`config.mk`:
```
export PLATFORM = sky130hd
export DESIGN_NAME = flash_subsystem
export DESIGN_NICKNAME = d
export VERILOG_FILES = /design/src/logic/flash_pkg.sv /design/src/logic/spi_flash_reader.sv /design/src/logic/boot_loader.sv /design/src/logic/flash_dma.sv /design/src/logic/flash_subsystem.sv
export SDC_FILE = /design/constraint.sdc
export NUM_CORES = 1
export LEC_CHECK = 0
export BUFFER_PORTS_ARGS = -buffer_cell sky130_fd_sc_hd__buf_2
export CAP_MARGIN = 20
export CORE_MARGIN = 1
export CORE_UTILIZATION = 40
export CTS_CLUSTER_DIAMETER = 100
export DETAILED_ROUTE_END_ITERATION = 10
export GPL_TIMING_DRIVEN = 1
export MAX_ROUTING_LAYER = met4
export PLACE_DENSITY_LB_ADDON = 0.05
export RECOVER_POWER = 100
export SYNTH_ARGS = -nofsm -noshare
export SYNTH_HDL_FRONTEND = slang
export SYNTH_HIERARCHICAL = 1
export SYNTH_SLANG_ARGS = --single-unit
export TNS_END_PERCENT = 20
```
`constraint.sdc`:
```
create_clock -name clk -period 6.32 [get_ports clk]
set_input_delay 1.264 -clock clk [delete_from_list [all_inputs] [get_ports clk]]
set_output_delay 1.264 -clock clk [all_outputs]
set_load 0.03 [all_outputs]
```
`src/logic/flash_pkg.sv`:
```
/*
 * flash loader constants: flash windows, IPL length, RAM base
 * request struct for the SPI reader and the RAM write port struct
 */

package flash_pkg;

    // flash byte address seen by the CPU at offset 0
    localparam logic [23:0] flash_user_base = 24'h200000;

    // IPL source window in flash
    localparam logic [23:0] flash_load_base = 24'h200000;

    // number of 32-bit words copied at boot
    localparam logic [13:0] flash_load_words = 14'd32;

    // first RAM word address written by the IPL
    localparam logic [31:0] ram_write_base = 32'd0;

    // width of the CPU byte offset into the flash window
    localparam int cpu_addr_w = 18;

    // standard slow read opcode
    localparam logic [7:0] flash_read_cmd = 8'h03;

    // request to the SPI reader
    typedef struct packed {
        logic [23:0] addr;
        // held until ready pulses
        logic        valid;
        // keep streaming without a new command
        logic        cont;
    } flash_req_t;

    // RAM write port, a write happens when wstrb is nonzero
    typedef struct packed {
        logic [31:0] addr;
        logic [31:0] data;
        logic [3:0]  wstrb;
    } ram_wr_t;

endpackage

```
`src/logic/spi_flash_reader.sv`:
```
/*
 * SPI mode-0 flash reader: command 0x03, 24-bit address, 32-bit words
 * consecutive words with cont set are streamed without a new command
 */

`timescale 1ns/1ps

module spi_flash_reader import flash_pkg::*; (
    input  logic        clk,
    input  logic        reset,
    input  flash_req_t  req,
    output logic        ready,
    output logic [31:0] rdata,
    output logic        flash_sck,
    output logic        flash_csn,
    output logic        flash_mosi,
    input  logic        flash_miso
);

    typedef enum logic [2:0] {st_idle, st_cmd, st_addr, st_data, st_desel} state_t;

    state_t      state;
    logic [31:0] out_shift;
    logic [31:0] in_shift;
    logic [4:0]  bit_cnt;
    logic [23:0] next_addr;
    logic        stream_open;

    logic shifting;
    logic rise;
    logic fall;
    logic accept;
    logic can_continue;
    logic word_done;

    assign shifting = state inside {st_cmd, st_addr, st_data};
    // sck is registered, so these mark the edge being produced this cycle
    assign rise = shifting && !flash_sck;
    assign fall = shifting && flash_sck;
    // the ready cycle still shows the old request, skip it
    assign accept = (state == st_idle) && req.valid && !ready;
    assign can_continue = stream_open && req.cont && (req.addr == next_addr);
    assign word_done = (state == st_data) && fall && (bit_cnt == 5'd31);

    // msb first, opcode then address
    assign flash_mosi = out_shift[31];

    always_ff @(posedge clk) begin
        if (reset) begin
            state <= st_idle;
            flash_csn <= 1'b1;
            flash_sck <= 1'b0;
            ready <= 1'b0;
            stream_open <= 1'b0;
            bit_cnt <= 5'd0;
            out_shift <= 32'd0;
        end else begin
            ready <= 1'b0;
            case (state)
                st_idle: begin
                    if (accept) begin
                        bit_cnt <= 5'd0;
                        if (can_continue) begin
                            // csn still low, just clock the next word
                            state <= st_data;
                        end else if (stream_open) begin
                            // close the old stream before a new command
                            state <= st_desel;
                            flash_csn <= 1'b1;
                            stream_open <= 1'b0;
                        end else begin
                            state <= st_cmd;
                            flash_csn <= 1'b0;
                            out_shift <= {flash_read_cmd, req.addr};
                        end
                    end
                end
                st_cmd, st_addr: begin
                    flash_sck <= !flash_sck;
                    if (fall) begin
                        out_shift <= out_shift << 1;
                        bit_cnt <= bit_cnt + 5'd1;
                        if (state == st_cmd && bit_cnt == 5'd7) begin
                            state <= st_addr;
                            bit_cnt <= 5'd0;
                        end else if (state == st_addr && bit_cnt == 5'd23) begin
                            state <= st_data;
                            bit_cnt <= 5'd0;
                        end
                    end
                end
                st_data: begin
                    flash_sck <= !flash_sck;
                    if (fall) begin
                        bit_cnt <= bit_cnt + 5'd1;
                    end
                    if (word_done) begin
                        ready <= 1'b1;
                        bit_cnt <= 5'd0;
                        if (req.cont) begin
                            state <= st_idle;
                            stream_open <= 1'b1;
                        end else begin
                            state <= st_desel;
                            flash_csn <= 1'b1;
                        end
                    end
                end
                st_desel: begin
                    // two cycles high here, idle adds at least one more
                    bit_cnt <= bit_cnt + 5'd1;
                    if (bit_cnt == 5'd1) begin
                        state <= st_idle;
                        bit_cnt <= 5'd0;
                    end
                end
                default: state <= st_idle;
            endcase
        end
    end

    always_ff @(posedge clk) begin
        // address a continued read must ask for
        if (accept) begin
            next_addr <= req.addr + 24'd4;
        end
        // miso sampled as sck rises
        if (state == st_data && rise) begin
            in_shift <= {in_shift[30:0], flash_miso};
        end
        // first byte on the wire lands in bits 7:0
        if (word_done) begin
            rdata <= {in_shift[7:0], in_shift[15:8], in_shift[23:16], in_shift[31:24]};
        end
    end

    // chip select must not glitch high while bits are moving
    assert property (@(posedge clk) disable iff (reset)
        (state inside {st_cmd, st_addr, st_data}) |-> !flash_csn);

endmodule

```
`src/logic/boot_loader.sv`:
```
/*
 * IPL sequencer: streams flash_load_words words from flash_load_base
 * and writes them to RAM from ram_write_base, then drops dma_busy
 */

`timescale 1ns/1ps

module boot_loader import flash_pkg::*; (
    input  logic        clk,
    input  logic        reset,
    input  logic        flash_ready,
    input  logic [31:0] flash_rdata,
    output flash_req_t  load_req,
    output ram_wr_t     ram_wr,
    output logic        dma_busy
);

    logic [23:0] read_index;
    logic [13:0] word_count;
    logic [31:0] write_addr;
    logic [3:0]  wstrb;
    logic        loading;

    always_ff @(posedge clk) begin
        if (reset) begin
            read_index <= flash_load_base;
            word_count <= 14'd0;
            write_addr <= ram_write_base;
            wstrb <= 4'b0000;
            loading <= 1'b1;
            dma_busy <= 1'b1;
        end else begin
            wstrb <= 4'b0000;
            // bus handed back one cycle after the request drops
            dma_busy <= loading;
            if (flash_ready && loading) begin
                read_index <= read_index + 24'd4;
                word_count <= word_count + 14'd1;
                // write the word the cycle after it arrives
                wstrb <= 4'b1111;
                if (word_count == flash_load_words - 14'd1) begin
                    loading <= 1'b0;
                end
            end
            // post-increment after each write
            if (wstrb != 4'b0000) begin
                write_addr <= write_addr + 32'd1;
            end
        end
    end

    // always a continued read, the reader opens the stream on the first word
    assign load_req = '{addr: read_index, valid: loading, cont: 1'b1};

    // reader holds rdata until the next word completes
    assign ram_wr = '{addr: write_addr, data: flash_rdata, wstrb: wstrb};

    // write k lands at ram_write_base + k while word_count already reads k + 1
    assert property (@(posedge clk) disable iff (reset)
        (ram_wr.wstrb != 4'b0000) |-> ram_wr.addr == ram_write_base + 32'(word_count) - 32'd1);

endmodule

```
`src/logic/flash_dma.sv`:
```
/*
 * APB read port onto flash, IPL loader instance
 * and the request multiplexer in front of the shared SPI reader
 */

`timescale 1ns/1ps

module flash_dma import flash_pkg::*; (
    input  logic                  clk,
    input  logic                  reset,
    input  logic                  psel,
    input  logic                  penable,
    input  logic                  pwrite,
    input  logic [cpu_addr_w-1:0] paddr,
    output logic [31:0]           prdata,
    output logic                  pready,
    output logic                  pslverr,
    output ram_wr_t               ram_wr,
    output logic                  dma_busy,
    output flash_req_t            flash_req,
    input  logic                  flash_ready,
    input  logic [31:0]           flash_rdata
);

    flash_req_t  load_req;
    flash_req_t  cpu_req;
    logic        cpu_pending;
    logic [23:0] cpu_addr;
    logic        apb_setup;
    logic        cpu_done;

    // new access seen in the APB setup cycle
    assign apb_setup = psel && !penable && !cpu_pending;
    // the reader only answers the CPU once the loader has let go
    assign cpu_done = cpu_pending && !dma_busy && flash_ready;

    always_ff @(posedge clk) begin
        if (reset) begin
            cpu_pending <= 1'b0;
            pready <= 1'b0;
        end else begin
            // pending read waits out the IPL if needed
            if (apb_setup) begin
                cpu_pending <= 1'b1;
            end else if (cpu_done) begin
                cpu_pending <= 1'b0;
            end
            // one-cycle pready, the cycle after reader ready
            pready <= cpu_done;
        end
    end

    always_ff @(posedge clk) begin
        if (apb_setup) begin
            cpu_addr <= flash_user_base + 24'(paddr);
        end
    end

    boot_loader boot_loader_inst (
        .clk         (clk),
        .reset       (reset),
        .flash_ready (flash_ready),
        .flash_rdata (flash_rdata),
        .load_req    (load_req),
        .ram_wr      (ram_wr),
        .dma_busy    (dma_busy)
    );

    // CPU reads are single words, each with its own command
    assign cpu_req = '{addr: cpu_addr, valid: cpu_pending, cont: 1'b0};

    // loader owns the reader until dma_busy falls
    assign flash_req = dma_busy ? load_req : cpu_req;

    // rdata is held by the reader, valid in the pready cycle
    assign prdata = flash_rdata;
    assign pslverr = 1'b0;

    // pready only answers an access phase the master is still holding
    assert property (@(posedge clk) disable iff (reset)
        pready |-> (psel && penable));

    // read-only window, the bus master should never write here
    assert property (@(posedge clk) disable iff (reset)
        (psel && !penable) |-> !pwrite);

endmodule

```
`src/logic/flash_subsystem.sv`:
```
/*
 * boot flash subsystem top: APB and IPL front end plus SPI reader
 */

`timescale 1ns/1ps

module flash_subsystem import flash_pkg::*; (
    input  logic                  clk,
    input  logic                  reset,
    input  logic                  psel,
    input  logic                  penable,
    input  logic                  pwrite,
    input  logic [cpu_addr_w-1:0] paddr,
    output logic [31:0]           prdata,
    output logic                  pready,
    output logic                  pslverr,
    output ram_wr_t               ram_wr,
    output logic                  dma_busy,
    output logic                  flash_sck,
    output logic                  flash_csn,
    output logic                  flash_mosi,
    input  logic                  flash_miso
);

    // shared reader handshake
    flash_req_t  flash_req;
    logic        flash_ready;
    logic [31:0] flash_rdata;

    flash_dma flash_dma_inst (
        .clk         (clk),
        .reset       (reset),
        .psel        (psel),
        .penable     (penable),
        .pwrite      (pwrite),
        .paddr       (paddr),
        .prdata      (prdata),
        .pready      (pready),
        .pslverr     (pslverr),
        .ram_wr      (ram_wr),
        .dma_busy    (dma_busy),
        .flash_req   (flash_req),
        .flash_ready (flash_ready),
        .flash_rdata (flash_rdata)
    );

    spi_flash_reader spi_flash_reader_inst (
        .clk        (clk),
        .reset      (reset),
        .req        (flash_req),
        .ready      (flash_ready),
        .rdata      (flash_rdata),
        .flash_sck  (flash_sck),
        .flash_csn  (flash_csn),
        .flash_mosi (flash_mosi),
        .flash_miso (flash_miso)
    );

endmodule

```
# [Word level (Yosys, flattened, before mapping)]
# Cells that the tools add are included.
[totals] register_bits=234 inputBits=24 elab_cells=122
[classes] n_addsub=6 eq_ne=20 n_mux=39 n_bitwise=1 reduce_logical=37
[ops] op="$mux W32" n=4
[ops] op="$pmux W32 S2" n=1
[ops] op="$add A24 B3 Y24 const B" n=2
[ops] op="$mux W5" n=7
[ops] op="$add A32 B1 Y32 const B" n=1
[ops] op="$mux W3" n=9
[ops] op="$mux W26" n=1
[ops] op="$eq A24 B24 Y1" n=1
[ops] op="$add A22 B18 Y23 const A" n=1
[ops] op="$pmux W5 S4" n=1
[ops] op="$reduce_and A5 Y1" n=4
[ops] op="$logic_and A1 B1 Y1" n=16
[ops] op="$add A14 B1 Y14 const B" n=1
[ops] op="$eq A14 B5 Y1 const B" n=1
[ops] op="$mux W1" n=12
[ops] op="$pmux W3 S4" n=1
[ops] op="$eq A5 B5 Y1 const B" n=2
[ops] op="$ne A2 B1 Y1 const B" n=5
[ops] op="$reduce_bool A4 Y1" n=2
[ops] op="$eq A3 B2 Y1 const B" n=2
[ops] op="$ne A2 B2 Y1 const B" n=3
[ops] op="$ne A3 B1 Y1 const B" n=2
[ops] op="$reduce_bool A2 Y1" n=3
[ops] op="$add A5 B1 Y5 const B" n=1
[ops] op="14 further kinds" n=20

# [Logic depth before layout (Yosys ltp)]
[logic_depth] depth_word=7 mapped_depth=11 mapped_depth_nobuf=8

# [Cells and area by module]
# The synthesis kept the hierarchy.
[by_module_without_submodules] module="spi_flash_reader" n_inst=1 cells_each=442 area_per_inst_um2=5365.1
[by_module_without_submodules] module="boot_loader" n_inst=1 cells_each=410 area_per_inst_um2=3465.8
[by_module_without_submodules] module="flash_dma" n_inst=1 cells_each=90 area_per_inst_um2=1161.1

# [Worst setup path before layout]
# No wires, ideal clock.
[synth_path] kind="input-to-reg" from="input penable" to="register flash_dma_inst.cpu_addr[0] (enable)" arrival_time_ns=2.205 setup_slack_ns=3.722 path_stages=2 path_cell_list="nand2b_1 > nor2_1"
[synth_between] elab_chain_len=3
[synth_lines] element="from (decl)" line="flash_subsystem.sv:11" rtl="input logic penable,"
[synth_lines] element="$logic_not A1 Y1" line="flash_dma.sv:33" rtl="assign apb_setup = psel && !penable && !cpu_pending;"
[synth_lines] element="$logic_and A1 B1 Y1 (2 in a row)" line="flash_dma.sv:33"
[synth_lines] element="named net flash_dma_inst.apb_setup" line="flash_dma.sv:29" rtl="logic apb_setup;"
[synth_lines] element="to (signal assigned)" line="flash_dma.sv:55" rtl="cpu_addr <= flash_user_base + 24'(paddr);"
[synth_lines] element="to (decl)" line="flash_dma.sv:28" rtl="logic [23:0] cpu_addr;"
# The timed path passes the listed nets, and every way through them passes these cells.
# A chain may end at the register's enable or synchronous reset.

==> impl_metrics.tcl <==
set metrics [dict create \
    coreArea_mm2 0.0244 \
    die_area_mm2 0.0256 \
    die_h_um 160 \
    fill_cells 2423 \
    hp-class "flop to flop" \
    relSlewSlack -0.853 \
    initial_core_util 0.410 \
    intPower_uw 2820 \
    cts_max_path_buffers 3 \
    synth_cells 942 \
    cts.sinks 223 \
    power_uw 3960 \
    rows 57 \
    ff_latch_area_mm2 0.00553 \
    grt_max_degree 90 \
    grt_pass1_wl_um 32100 \
    final-setup-viol-count 0 \
    synthArstFlopShare 0 \
    track_usage 0.157 \
    routed_via_density 5.04 \
    p_sw_frac 0.289 \
    status "finished, violations left" \
    cts-root-buf "clkbuf_16" \
    place_inst 1285 \
    first_pass_iters 4 \
    cp_max_fo 19 \
    worstPathRequired_ps 6770 \
    htreeDepth 1 \
    tightest_slew_ps 2780 \
    cp_data_arrival_time_ps 4380 \
    pwr-share-seq 0.464 \
    ys_types 59 \
    power_switching_uw 1150 \
    final_cell_mix "clkbuf_1, dfxtp_1, edfxtp_1, nand2_1, nor2_1" \
    gp_congestion 0.761 \
    ys_ff_latch 223 \
    diodes 0 \
    dp_hpwl_um 12700 \
    multiInputGateArea_mm2 0.00360 \
    cts-hold-fix-buffers 0 \
    cts_tree "yes" \
    dp_slack_ps 3200 \
    drc 0 \
    path_class "flop to flop" \
    clkPwrFrac 0.361 \
    cts_buffers 25 \
    fin_crit_sh 0.621 \
    synth.avg_cell_area_um2 10.6 \
    min_period_ps 3930 \
    finalHoldViolCount 0 \
    wl_per_cell_um 14.8 \
    clkSlewWorstSetupHoldPaths_ps 70 \
    via_count 6711 \
    fin_skew_ps 21.9 \
    layout-drive-gt1-share 0.0864 \
    p_leak_uw 0.00371 \
    final_cells 1331 \
    drt_wl_total_um 19700 \
    layout_commonest_cell "clkbuf_1" \
    worst_hold_slack_ps 424 \
    timing.setup.tns_ps 0 \
    grt_pass1_vias 6137 \
    overflow 0 \
    violations "max-capacitance violations, max-slew violations" \
    max_freq_ghz 0.255 \
    io_pins 130 \
    drv_cap 4 \
    port_buffers 127 \
    antenna_found_initial 0 \
    fin_ws_ps 2390 \
    p_comb_frac 0.176 \
    synth_area_mm2 0.00999 \
    yosysSeqAreaShare 0.553 \
    yosys_most_used_dff "dfxtp_1" \
    end_kind "flop" \
    synth_edf_count 106 \
    yosys_warnings 6 \
    nets 1019 \
    postCtsSetupRepairBufs 0 \
    ant_nets 0 \
    drt_iter0_markers 298 \
    area_delta_synth_final_pct 9.64 \
    clkLatencyLatePin_ps 520 \
    ir_worst_vdd_v 0.000276 \
    start_kind "flop" \
    maxSlewViolCount 161 \
    rsz0062_at_grt "false" \
    power_density_mw_per_mm2 362 \
    die_x_um 160 \
    cts_resized 0 \
]
==> worst max-delay path, stage by stage, from the launching register on <==
cell and delay, ps:
dfxtp_1 610, clkbuf_1 750, mux2_1 520, xor2_1 210
nor4_1 400, nand3_1 130, nor4_1 810, a211o_1 260
mux2i_1 180
==> sequential cells by signal, summed over array words and instances (netlist names) <==
name,count
spi_flash_reader_inst/next_addr,24
flash_dma_inst/boot_loader_inst/write_addr,32
spi_flash_reader_inst/state,3
spi_flash_reader_inst/flash_sck,1
flash_dma_inst/boot_loader_inst/wstrb,1
spi_flash_reader_inst/rdata,32
flash_dma_inst/boot_loader_inst/loading,1
flash_dma_inst/boot_loader_inst/word_count,14
flash_dma_inst/cpu_addr,18
spi_flash_reader_inst/out_shift,32
spi_flash_reader_inst/bit_cnt,5
spi_flash_reader_inst/in_shift,32
spi_flash_reader_inst/ready,1
flash_dma_inst/boot_loader_inst/dma_busy,1
flash_dma_inst/pready,1
flash_dma_inst/cpu_pending,1
spi_flash_reader_inst/flash_csn,1
spi_flash_reader_inst/stream_open,1
flash_dma_inst/boot_loader_inst/read_index,22
==> final cells by class <==
cell class	instances	share of cell area
multi-input cells	584	0.329
repair buffers	133	0.0482
clock buffers	36	0.0645
well taps	324	0.0370
clock inverters	10	0.00971
inverters	21	0.00720
flip-flops and latches	223	0.504
==> cell usage after synthesis (2+ instances only) <==
master,n,share of area
conb_1,3,0.0011
nand4_2,2,0.0025
and3_1,7,0.0044
o21ai_0,25,0.013
and2_1,10,0.0063
buf_1,2,0.00075
a311oi_1,25,0.022
or3_1,21,0.013
o22ai_1,2,0.0013
nor2b_1,6,0.0038
nand4_1,16,0.010
xnor2_1,30,0.026
buf_2,11,0.0055
or4_1,18,0.014
xor2_1,42,0.037
mux2_2,22,0.025
and4_1,7,0.0061
buf_4,75,0.056
o31ai_1,15,0.011
a21oi_1,49,0.025
nor4b_1,2,0.0018
nand2b_1,8,0.0050
dfxtp_1,117,0.23
nor3_1,7,0.0035
ha_1,7,0.0088
a211oi_1,3,0.0023
nor4_1,11,0.0069
clkbuf_1,26,0.0098
nor2_1,75,0.028
nand2_1,102,0.038
mux2i_1,3,0.0030
inv_1,21,0.0079
nand3_1,38,0.019
edfxtp_1,106,0.32
nor3b_1,4,0.0030
==> final timing paths <==
| path | startpoint | endpoint | slack (ps) | cells past startpoint |
|---|---|---|---|---|
| max | flash_dma_inst/boot_loader_inst/dma_busy$_SDFF_PP1_ | spi_flash_reader_inst/flash_csn$_SDFFE_PP1P_ | 2390 | 8 |
| min reg2reg | spi_flash_reader_inst/in_shift[31]$_DFFE_PP_ | spi_flash_reader_inst/rdata[7]$_DFFE_PP_ | 420 | 0 |
| min | spi_flash_reader_inst/in_shift[31]$_DFFE_PP_ | spi_flash_reader_inst/rdata[7]$_DFFE_PP_ | 420 | 0 |
| max reg2reg | flash_dma_inst/boot_loader_inst/dma_busy$_SDFF_PP1_ | spi_flash_reader_inst/flash_csn$_SDFFE_PP1P_ | 2390 | 8 |
==> power by group through the flow <==
stage	clock network (uW)	registers [uW]	logic [uW]
6_report	1430	1840	697
5_1_grt	1550	1860	785
4_1_cts	1480	1830	717
3_5_place_dp	0	1860	714
3_3_place_gp	0	1860	714
2_1_floorplan	0	1840	570
==> through the flow <==
stage                     utilization  cell area [um^2]
after detailed placement        0.425             10400
after global routing            0.449             11000
after global placement          0.425             10400
after floorplan                     -             10000
after CTS                       0.458             11200
final                           0.449             11000
==> kinds of logic (layout without fill, tap and decap cells) <==
logic type,count (synthesis),in the layout,synth area share
other,3,4,0.00113
and+or+nand+nor,343,343,0.176
adders and majority gates,7,7,0.00876
xor gates and xnor gates,72,72,0.0631
DFF,223,223,0.553
muxes,25,25,0.0278
AOI/OAI and AO/OA,133,133,0.0892
buffers and inverters,136,200,0.0814
==> layer usage <==
metal	routed length (um)	track usage	up-vias	part of all wire
li1	-	-	3389	-
met1	9780	0.216	3159	0.50
met2	8730	0.238	139	0.44
met3	911	0.0296	24	0.046
met4	314	0.0368	0	0.016
met5	0	-	-	0
No activity file was read; power rests on OpenSTA's default activity.
